<file path="src/hw/gemm_pkg.sv">
/*
 * shared widths for the gemm accelerator
 * memory channel structs for read request, read response and write request
 * result array type handed from the MM engine to the DMA engine
 */

package gemm_pkg;

    // signed operand element
    parameter int ELEM_W   = 8;
    // edge of the multiply array
    parameter int SA_WIDTH = 4;
    // one memory beat carries one column of A or one row of B
    parameter int BEAT_W   = SA_WIDTH * ELEM_W;
    // accumulator and C word
    parameter int ACC_W    = 32;
    // byte address
    parameter int ADDR_W   = 32;
    // buffer index field of the read id
    // the DMA engine uses the low BUF_AW bits
    parameter int RD_IDX_W = 6;

    // read id, echoed back by memory
    typedef struct packed {
        logic                sel;
        logic [RD_IDX_W-1:0] idx;
    } rd_id_t;

    typedef struct packed {
        logic [ADDR_W-1:0] addr;
        rd_id_t            id;
    } mem_rd_req_t;

    typedef struct packed {
        logic [BEAT_W-1:0] data;
        rd_id_t            id;
    } mem_rd_rsp_t;

    typedef struct packed {
        logic [ADDR_W-1:0] addr;
        logic [ACC_W-1:0]  data;
    } mem_wr_req_t;

    // [row][col] of signed sums
    typedef logic signed [SA_WIDTH-1:0][SA_WIDTH-1:0][ACC_W-1:0] acc_array_t;

endpackage

</file>
<file path="src/hw/dma_engine.sv">
/*
 * dma_engine: control FSM of the accelerator
 * interleaved A/B read requests, response steering into the tile buffers,
 * MM start/done handshake and write-back of the 16 results of C
 */

`timescale 1ns/1ns

module dma_engine #(
    parameter int BUF_AW = 6
) (
    input  logic                          clk,
    input  logic                          rst_n,
    // configuration and status
    input  logic [gemm_pkg::ADDR_W-1:0]   mat_a_addr_i,
    input  logic [gemm_pkg::ADDR_W-1:0]   mat_b_addr_i,
    input  logic [gemm_pkg::ADDR_W-1:0]   mat_c_addr_i,
    input  logic [BUF_AW:0]               mat_k_i,
    input  logic                          start_i,
    output logic                          done_o,
    output logic                          busy_o,
    // memory channels
    output gemm_pkg::mem_rd_req_t         rd_req_o,
    output logic                          rd_req_valid_o,
    input  logic                          rd_req_ready_i,
    input  gemm_pkg::mem_rd_rsp_t         rd_rsp_i,
    input  logic                          rd_rsp_valid_i,
    output logic                          rd_rsp_ready_o,
    output gemm_pkg::mem_wr_req_t         wr_req_o,
    output logic                          wr_req_valid_o,
    input  logic                          wr_req_ready_i,
    // tile buffer write ports
    output logic                          buf_a_we_o,
    output logic                          buf_b_we_o,
    output logic [BUF_AW-1:0]             buf_widx_o,
    output logic [gemm_pkg::BEAT_W-1:0]   buf_wdata_o,
    // MM engine handshake
    output logic                          mm_start_o,
    output logic [BUF_AW:0]               mm_k_o,
    input  logic                          mm_done_i,
    input  gemm_pkg::acc_array_t          acc_i
);
    import gemm_pkg::*;

    typedef enum logic [1:0] {
        IDLE,
        READ,
        WAIT_MM,
        WRITE_C
    } state_t;

    state_t state_q;

    // job registers, taken at start
    logic [ADDR_W-1:0] a_base_q;
    logic [ADDR_W-1:0] b_base_q;
    logic [ADDR_W-1:0] c_base_q;
    logic [BUF_AW:0]   k_q;

    // request side: beat index, A/B select, all issued
    logic [BUF_AW-1:0] req_idx_q;
    logic              req_sel_q;
    logic              req_done_q;
    // responses seen, up to 2K
    logic [BUF_AW+1:0] rsp_cnt_q;
    // result walk, row in [3:2], col in [1:0]
    logic [3:0]        wr_cnt_q;

    logic              start_ok;
    logic              rd_fire;
    logic              rsp_fire;
    logic              rsp_last;
    logic              wr_fire;
    logic [ADDR_W-1:0] req_base;

    // K of zero never leaves IDLE
    assign start_ok = (state_q == IDLE) && start_i && (mat_k_i != '0);
    assign rd_fire  = rd_req_valid_o && rd_req_ready_i;
    assign rsp_fire = rd_rsp_valid_i && rd_rsp_ready_o && (state_q == READ);
    assign rsp_last = rsp_fire && (rsp_cnt_q == {k_q, 1'b0} - 1'b1);
    assign wr_fire  = wr_req_valid_o && wr_req_ready_i;

    // responses are never back-pressured
    assign rd_rsp_ready_o = 1'b1;
    assign busy_o         = (state_q != IDLE);
    assign mm_k_o         = k_q;

    // read request built from the counters
    // counters only move on a transfer, so the struct holds under stalls
    assign rd_req_valid_o = (state_q == READ) && !req_done_q;
    assign req_base       = req_sel_q ? b_base_q : a_base_q;

    always_comb begin
        // beat k sits 4 bytes past beat k-1
        rd_req_o.addr   = req_base + (ADDR_W'(req_idx_q) << 2);
        rd_req_o.id.sel = req_sel_q;
        rd_req_o.id.idx = RD_IDX_W'(req_idx_q);
    end

    // C write-back in row-major order
    assign wr_req_valid_o = (state_q == WRITE_C);

    always_comb begin
        wr_req_o.addr = c_base_q + (ADDR_W'(wr_cnt_q) << 2);
        wr_req_o.data = acc_i[wr_cnt_q[3:2]][wr_cnt_q[1:0]];
    end

    always_ff @(posedge clk) begin
        if (start_ok) begin
            a_base_q <= mat_a_addr_i;
            b_base_q <= mat_b_addr_i;
            c_base_q <= mat_c_addr_i;
            k_q      <= mat_k_i;
        end
    end

    always_ff @(posedge clk or negedge rst_n) begin
        if (!rst_n) begin
            state_q    <= IDLE;
            req_idx_q  <= '0;
            req_sel_q  <= 1'b0;
            req_done_q <= 1'b0;
            rsp_cnt_q  <= '0;
            wr_cnt_q   <= '0;
            mm_start_o <= 1'b0;
            done_o     <= 1'b0;
        end else begin
            // single-cycle pulses
            mm_start_o <= 1'b0;
            done_o     <= 1'b0;
            case (state_q)
                IDLE: begin
                    if (start_ok) begin
                        state_q    <= READ;
                        req_idx_q  <= '0;
                        req_sel_q  <= 1'b0;
                        req_done_q <= 1'b0;
                        rsp_cnt_q  <= '0;
                    end
                end
                READ: begin
                    // A column k, then B row k, then k+1
                    if (rd_fire) begin
                        if (req_sel_q) begin
                            req_sel_q <= 1'b0;
                            if ({1'b0, req_idx_q} == k_q - 1'b1) begin
                                req_done_q <= 1'b1;
                            end else begin
                                req_idx_q <= req_idx_q + 1'b1;
                            end
                        end else begin
                            req_sel_q <= 1'b1;
                        end
                    end
                    if (rsp_fire) begin
                        rsp_cnt_q <= rsp_cnt_q + 1'b1;
                    end
                    // last beat lands in its buffer before the MM engine reads
                    if (rsp_last) begin
                        state_q    <= WAIT_MM;
                        mm_start_o <= 1'b1;
                    end
                end
                WAIT_MM: begin
                    if (mm_done_i) begin
                        state_q  <= WRITE_C;
                        wr_cnt_q <= '0;
                    end
                end
                WRITE_C: begin
                    if (wr_fire) begin
                        if (wr_cnt_q == 4'hf) begin
                            state_q <= IDLE;
                            done_o  <= 1'b1;
                        end else begin
                            wr_cnt_q <= wr_cnt_q + 1'b1;
                        end
                    end
                end
                default: begin
                    state_q <= IDLE;
                end
            endcase
        end
    end

    // response steering, id bit picks the buffer
    always_ff @(posedge clk or negedge rst_n) begin
        if (!rst_n) begin
            buf_a_we_o <= 1'b0;
            buf_b_we_o <= 1'b0;
        end else begin
            buf_a_we_o <= rsp_fire && !rd_rsp_i.id.sel;
            buf_b_we_o <= rsp_fire && rd_rsp_i.id.sel;
        end
    end

    always_ff @(posedge clk) begin
        if (rsp_fire) begin
            buf_widx_o  <= rd_rsp_i.id.idx[BUF_AW-1:0];
            buf_wdata_o <= rd_rsp_i.data;
        end
    end

endmodule

</file>
<file path="config.mk">
export PLATFORM = sky130hd
export DESIGN_NAME = dma_engine
export DESIGN_NICKNAME = d
export VERILOG_FILES = /design/src/hw/gemm_pkg.sv /design/src/hw/dma_engine.sv
export SDC_FILE = /design/constraint.sdc
export NUM_CORES = 1
export LEC_CHECK = 0
export ABC_AREA = 1
export BUFFER_PORTS_ARGS = -buffer_cell sky130_fd_sc_hd__buf_4
export CORE_AREA = 2 2 315 317
export CTS_CLUSTER_SIZE = 30
export DETAILED_ROUTE_END_ITERATION = 6
export DIE_AREA = 0 0 317 319
export RECOVER_POWER = 100
export SLEW_MARGIN = 20
export SYNTH_ARGS = -nofsm -noshare
export SYNTH_HDL_FRONTEND = slang
export SYNTH_SLANG_ARGS = --single-unit
export TNS_END_PERCENT = 50
</file>
<file path="constraint.sdc">
create_clock -name clk -period 7.05 [get_ports clk]
set_input_delay 1.41 -clock clk [delete_from_list [all_inputs] [get_ports clk]]
set_output_delay 1.41 -clock clk [all_outputs]
set_load 0.03 [all_outputs]
</file>
Word-level counts from Yosys, hierarchy flattened
Index checks and enable logic that the tools add are counted.
Widths: inputs -> output; s select.
- shift-type cells: 0
- $add $sub $neg: 7
- magnitude comparators: 2
- bitwise logic cells: 0
- eq/ne operators: 17
- multipliers: 0
- reduce and logical (&&, ||, !) cells: 22
- multiplexer cells: 36
- div/mod/pow operators: 0
- operator list (operator ; count):
    $bmux 128 s2 ; 1
    $mux 128 ; 1
    $bmux 32 s2 ; 1
    $mux 32 ; 2
    $add 32x6->32 ; 1
    $add 32x8->32 ; 1
    $mux 6 ; 4
    $mux 8 ; 2
    $ne 2x2->1 const B ; 8
    $pmux 8 s2 ; 1
    $reduce_and 5->1 ; 3
    $mux 4 ; 3
    $pmux 6 s2 ; 1
    $mux 1 ; 11
    $mux 2 ; 5
    $logic_and 1x1->1 ; 9
    $add 8x1->8 const B ; 1
    $eq 8x8->1 ; 1
    $pmux 2 s4 ; 1
    $pmux 4 s2 ; 1
    $sub 8x1->8 const B ; 1
    $eq 6x7->1 ; 1
    $reduce_bool 7->1 ; 1
    $sub 7x1->7 const B ; 1
    other kinds (13) ; 22
- ROM bits: 0
- memories kept: 0
- RAM bits: 0
- bits in latches: 0
- input port bits: 661
- register bits: 167
- output and inout bits: 156

Depth between registers and ports, before layout
Gate-level depths: netlist of the first run.
- word-level depth: 6
- depth in mapped cells: 16
- mapped depth without buffers: 15

Worst setup path before layout of the first run
OpenSTA, ideal clock, no wires.
- path kind: reg2out
- start: reg wr_cnt_q[1]
- end: out wr_req_o[58] (netlist bit)
- arrival: 2.762 ns
- data required time: 5.640 ns
- cell stages (with the launch flop): 12
- path buffers: 2
- slack: 2.878 ns
- cells stage by stage: dfrtp_1 clkbuf_1 clkinv_1 clkbuf_1 fa_1 inv_1 a31oi_1 nor2_1 nand2_1 nor2_1 nand2_1 xnor2_1
- RTL lines (what ; RTL line ; source):
    from (decl) ; dma_engine.sv:67 ; logic [3:0] wr_cnt_q;
    from (signal assigned) ; dma_engine.sv:176 ; wr_cnt_q <= wr_cnt_q + 1'b1;
    to (decl) ; dma_engine.sv:29 ; output gemm_pkg::mem_wr_req_t wr_req_o,

==> results of run 1 <==
worst max-delay path: stages, from the launching register on:
cell      delay [ps]
dfrtp_4          610
inv_6            380
clkbuf_2        1180
nor2_1           220
o221ai_1         460
nand3_1          410
nand2_1          180
clkbuf_1         330
cells in the final DEF, fill, tap and decap left out, types with 50 or more instances in the layout:
| master | Yosys | routed |
|---|---|---|
| nand3_1 | 83 | 83 |
| inv_1 | 91 | 90 |
| nand2_1 | 248 | 251 |
| o221ai_1 | 100 | 100 |
| mux2i_1 | 100 | 100 |
| xor2_1 | 50 | 50 |
| clkbuf_4 | 0 | 134 |
| o21ai_0 | 137 | 138 |
| nor2_1 | 247 | 248 |
| edfxtp_1 | 141 | 141 |
| clkbuf_1 | 64 | 152 |
| buf_4 | 9 | 541 |
logic make-up after synthesis:
family          synth area share (%)
simple gates                   21.64
compound gates                 17.79
buf+inv                        7.012
flops                          38.77
mux                            8.035
xor+xnor                       4.519
fa+ha+maj                      2.205
other cells                  0.02977
final timing paths:
path,to,depth (start not counted)
max,wr_req_o[14],7
min,req_done_q,2
max reg2reg,a_base_q[19],6
min reg2reg,req_done_q,2
max in group asynchronous,wr_cnt_q[2],1
min in group asynchronous,buf_a_we_o,1
flip-flops by register name, indices dropped and copies added, names as in the netlist:
name / flops
buf_wdata_o: 32
mm_k_o: 7
buf_a_we_o: 1
b_base_q: 32
buf_b_we_o: 1
req_done_q: 1
rsp_cnt_q: 8
buf_widx_o: 6
req_sel_q: 1
a_base_q: 32
mm_start_o: 1
c_base_q: 32
wr_cnt_q: 4
state_q: 2
done_o: 1
req_idx_q: 6
layout make-up:
class / instances / area, um^2 / share of cell area (%)
Inverter: 101 / 385.4 / 1.921
Timing Repair Buffer: 831 / 5688 / 28.35
Sequential cell: 167 / 4892 / 24.38
Tap cell: 1287 / 1610 / 8.026
Multi-Input combinational cell: 1163 / 6813 / 33.96
Clock inverter: 15 / 206.4 / 1.029
Antenna cell: 17 / 42.54 / 0.2120
Clock buffer: 17 / 425.4 / 2.120
per-layer routing:
layer  up-vias  GRT usage [%]  routed length (um)  share of wire (%)
met5         -              0                 193               0.21
met2       740          31.76               47140                 51
li1       6982              -                   -                  -
met4        30          5.776                3378                3.6
met3       131          6.314                9051                9.8
met1      7005          18.26               32850                 35
Yosys cell counts (2+ instances only):
master	number	area (um^2)
nor2_2	8	50.05
nand4_1	20	125.1
mux2i_1	100	1001
nor3_1	16	80.08
o221ai_1	100	875.8
o21ai_0	137	685.7
xor2_1	50	437.9
inv_1	91	341.6
nor2_4	3	33.78
ha_1	19	237.7
a21oi_1	13	65.06
o211ai_1	28	210.2
fa_1	2	40.04
dfrtp_1	26	650.6
nand2_2	7	43.79
o31ai_1	2	15.01
clkinv_1	2	7.510
buf_6	3	33.78
nand2_1	248	930.9
nor2_1	247	927.1
o32ai_1	28	245.2
nand3_1	83	415.4
buf_4	9	67.56
buf_2	31	155.2
or2_2	3	18.77
inv_2	8	30.03
o21ai_2	6	52.55
buf_1	2	7.510
edfxtp_1	141	4234
clkbuf_1	64	240.2
o21ai_1	9	45.04
nand3b_1	3	22.52
xnor2_1	15	131.4
metrics by stage:
| stage | setup slack [ps] | hold slack [ps] | utilization (%) | total power [mW] | std cells |
|---|---|---|---|---|---|
| after floorplan | 2878 | 490.1 | - | 3.049 | 1540 |
| after global placement | 2247 | 510.0 | 20.46 | 4.500 | 3549 |
| after detailed placement | 2235 | 523.3 | 20.46 | 4.503 | 3549 |
| after CTS | 1705 | 532.5 | 21.11 | 5.515 | 3581 |
| after global routing | 918.1 | 559.8 | 20.53 | 5.500 | 3595 |
| final | 1299 | 531.4 | 20.54 | 5.197 | 3598 |
report_power, final:
group,internal (mW),switching (mW)
Combinational,0.759,2.01
Clock,0.517,0.468
Sequential,1.31,0.127
==> flow_metrics.env, run 1 <==
export IMPL_powerDensity_nw_per_um2=259.0
export IMPL_fin_crit_sh_pct=81.58
export IMPL_first_global_vias=14636
export IMPL_core_area_um2=97700
export IMPL_cp_arrival_ps=4340
export IMPL_synth_edf_count=141
export IMPL_hp_class="reg2reg"
export IMPL_antenna_found_initial=45
export IMPL_violations="capacitance limit, slew limit"
export IMPL_ys_types=49
export IMPL_finalWirelength_um=92620
export IMPL_ir_drop_mv=0.2904
export IMPL_min_from="req_done_q"
export IMPL_r2r_start="state_q[0]"
export IMPL_cts_tree="built"
export IMPL_netlist_area_um2=12600
export IMPL_cts_buffers_inserted=17
export IMPL_slew_viol_final=206
export IMPL_portBuffers=815
export IMPL_die_height_um=319
export IMPL_outcome="complete, but fails checks"
export IMPL_skew_ps=22.51
export IMPL_nets=2963
export IMPL_grt_pass1_wl_um=119900
export IMPL_syn_avg_cell_area_um2=8.181
export IMPL_cts_root_buf="clkbuf_16"
export IMPL_clock_sinks=167
export IMPL_ys_warnings_count=0
export IMPL_path_max_fanout=58
export IMPL_critPathRequiredTime_ps=5640
export IMPL_clk_pin_slew_worst_paths_ps=80
export IMPL_finalSetupViolations=0
export IMPL_num_vias=14888
export IMPL_synth_ff_type="edfxtp_1"
export IMPL_fillers=11112
export IMPL_path_class="reg2out"
export IMPL_start_util_pct=12.89
export IMPL_design_area_um2=20060
export IMPL_fp_dieW_um=317
export IMPL_critPathLaunchType="register"
export IMPL_end_kind="output port"
export IMPL_post_route_min_period_ps=5751
export IMPL_cts_setup_buffers=0
export IMPL_h_tree_depth=4
export IMPL_synth_cells=1540
export IMPL_hold_buffers=0
export IMPL_clk_latency_ps=470
export IMPL_hold_viol_final=0
export IMPL_synth_seq_area_share_pct=38.77
export IMPL_setup_tns_ps=0
export IMPL_tightest_slew_ps=2867
export IMPL_wl_per_cell_um=25.74
export IMPL_rrSetupSlack_ps=1760
export IMPL_cts_resized=0
export IMPL_grt_usage_pct=17.41
export IMPL_io_pins=817
export IMPL_dp_hpwl_um=78540
export IMPL_drt_iter0_drc=1165
export IMPL_clockBufferDepth=2
export IMPL_ys_ff_latch=167
export IMPL_drc=0
export IMPL_dr_pass1_iters=5
export IMPL_die_area_um2=101100
export IMPL_syn_nets=2222
export IMPL_synth_async_reset_ratio_pct=15.57
export IMPL_antenna_left=0
export IMPL_maxCapViolations=5
export IMPL_max_slew_margin_rel_pct=-92.21
export IMPL_placed_area_um2=19990
export IMPL_routabilityCongestion=0.9172
export IMPL_syn_to_final_growth_pct=59.25
export IMPL_fmax_ghz=0.1739
export IMPL_rows=115
export IMPL_overflow=0
export IMPL_vias_per_cell=4.138
export IMPL_power_leakage_nw=8.095
export IMPL_grt_setup_unrepaired="false"
export IMPL_drive_gt1_share_pct=32.74
export IMPL_crit_path_start="wr_cnt_q[2]"
export IMPL_grt_max_degree=139
(Power assumes the default switching activity.)
==> run 2: changes to the inputs <==
CORE_AREA = 2 2 319 321   (was 2 2 315 317)
DIE_AREA = 0 0 321 323   (was 0 0 317 319)
clock period = 4.75 ns   (was 7.05 ns; I/O delays follow)
==> run 2 against run 1 <==
The flow still finishes with violations (capacitance limit, slew limit). Worst setup slack worse by 1000 ps. Clock skew down 7.7 ps. Clock-buffer cell count unchanged.
==> flow_metrics.env, run 2 (synthesized netlist as in run 1, its figures left out) <==
export IMPL_outcome="complete, but fails checks"
export IMPL_violations="capacitance limit, slew limit"
export IMPL_placed_area_um2=20090
export IMPL_grt_usage_pct=16.75
export IMPL_path_class="reg2out"
export IMPL_wl_per_cell_um=25.33
export IMPL_power_mw=7.675
export IMPL_busiest_layer="met2"
export IMPL_hold_buffers=0
export IMPL_num_vias=14887
export IMPL_holdWs_ps=523.5
export IMPL_io_pins=817
export IMPL_fmax_ghz=0.2236
export IMPL_critPathRequiredTime_ps=3800
export IMPL_max_slew_margin_rel_pct=-48.05
export IMPL_vias_per_cell=4.111
export IMPL_design_area_um2=20110
export IMPL_cts_resized=0
export IMPL_finalSetupViolations=0
export IMPL_first_global_vias=14635
export IMPL_dp_cells=3577
export IMPL_grt_util_met3_pct=6.198
export IMPL_clk_pin_slew_worst_paths_ps=70
export IMPL_die_height_um=323
export IMPL_clock_sinks=167
export IMPL_die_area_um2=103700
export IMPL_grt_pass1_wl_um=119000
export IMPL_syn_to_final_growth_pct=59.59
export IMPL_critPathLaunchType="register"
export IMPL_powerDensity_nw_per_um2=381.8
export IMPL_rows=117
export IMPL_tightest_slew_ps=2221
export IMPL_final_cell_mix="buf_4 (547), nand2_1 (249), nor2_1 (248), clkbuf_1 (149), edfxtp_1 (141)"
export IMPL_cts_root_buf="clkbuf_16"
export IMPL_utilization_pct=19.96
export IMPL_cts_tree="built"
export IMPL_stdcell_count=3621
export IMPL_drt_iter0_drc=1030
export IMPL_clk_latency_ps=460
export IMPL_post_route_min_period_ps=4473
export IMPL_met2_usage_pct=30.10
export IMPL_core_area_um2=100700
export IMPL_routabilityCongestion=0.9340
export IMPL_layout_commonest_cell="buf_4"
export IMPL_dp_hpwl_um=78130
export IMPL_antenna_left=0
export IMPL_cts_buffers_inserted=17
export IMPL_path_max_fanout=40
export IMPL_seq_area_um2=4897
export IMPL_fp_dieW_um=321
export IMPL_drive_gt1_share_pct=33.17
export IMPL_slew_viol_final=112
export IMPL_h_tree_depth=4
export IMPL_grt_setup_unrepaired="false"
export IMPL_ir_drop_mv=0.4003
export IMPL_multiInputGateArea_um2=6813
export IMPL_drc=0
export IMPL_fin_ws_ps=276.8
export IMPL_hold_viol_final=0
export IMPL_antenna_found_initial=46
export IMPL_cp_arrival_ps=3520
export IMPL_end_kind="output port"
export IMPL_grt_max_degree=165
export IMPL_portBuffers=815
export IMPL_skew_ps=14.77
export IMPL_use_met1_pct=18.18
export IMPL_maxCapViolations=3
export IMPL_hp_class="reg2reg"
export IMPL_cts_setup_buffers=0
export IMPL_start_util_pct=12.51
export IMPL_dr_pass1_iters=5
export IMPL_power_leakage_nw=8.128
export IMPL_fillers=11407
export IMPL_overflow=0
export IMPL_fin_crit_sh_pct=94.17
export IMPL_setup_tns_ps=0
export IMPL_clockBufferDepth=2
export IMPL_dp_slack_ps=816.6
export IMPL_finalWirelength_um=91730
export IMPL_nets=2969
-- run 2: worst paths after layout --
path	slack [ps]	endpoint	cells after the start	startpoint
max in group asynchronous	2540	wr_cnt_q[2]	1	rst_n
worst min register to register	520	req_done_q	2	req_done_q
worst max-delay path	280	wr_req_o[29]	7	wr_cnt_q[2]
min in group asynchronous	940	buf_b_we_o	1	rst_n
worst max register to register	580	c_base_q[3]	6	state_q[0]
worst min-delay path	520	req_done_q	2	req_done_q
-- run 2: power breakdown --
group	internal, mW	total, mW	switching (mW)
sequential	1.95	2.10	0.152
clock	0.754	1.44	0.685
combinational	1.16	4.14	2.97
-- run 2: layout make-up --
cell class                      instances  area share [%]
Clock inverter                         15          0.8464
Timing Repair Buffer                  837           28.58
Clock buffer                           17           2.116
Tap cell                             1309           8.146
Inverter                              101           1.917
Multi-Input combinational cell       1163           33.89
Sequential cell                       167           24.36
Antenna cell                           12          0.1494
-- run 2: critical path, stage by stage, from the launching register on --
cell and delay (ps):
dfrtp_4 570, buf_4 500, buf_4 590, mux2i_1 580, o221ai_1 180, nand3_1 240
nand2_1 70, clkbuf_2 260
-- run 2: layer usage --
metal,up-vias,wire [um]
li1,6986,-
met1,7009,33600
met2,728,46470
met3,130,8875
met4,34,2569
met5,-,220
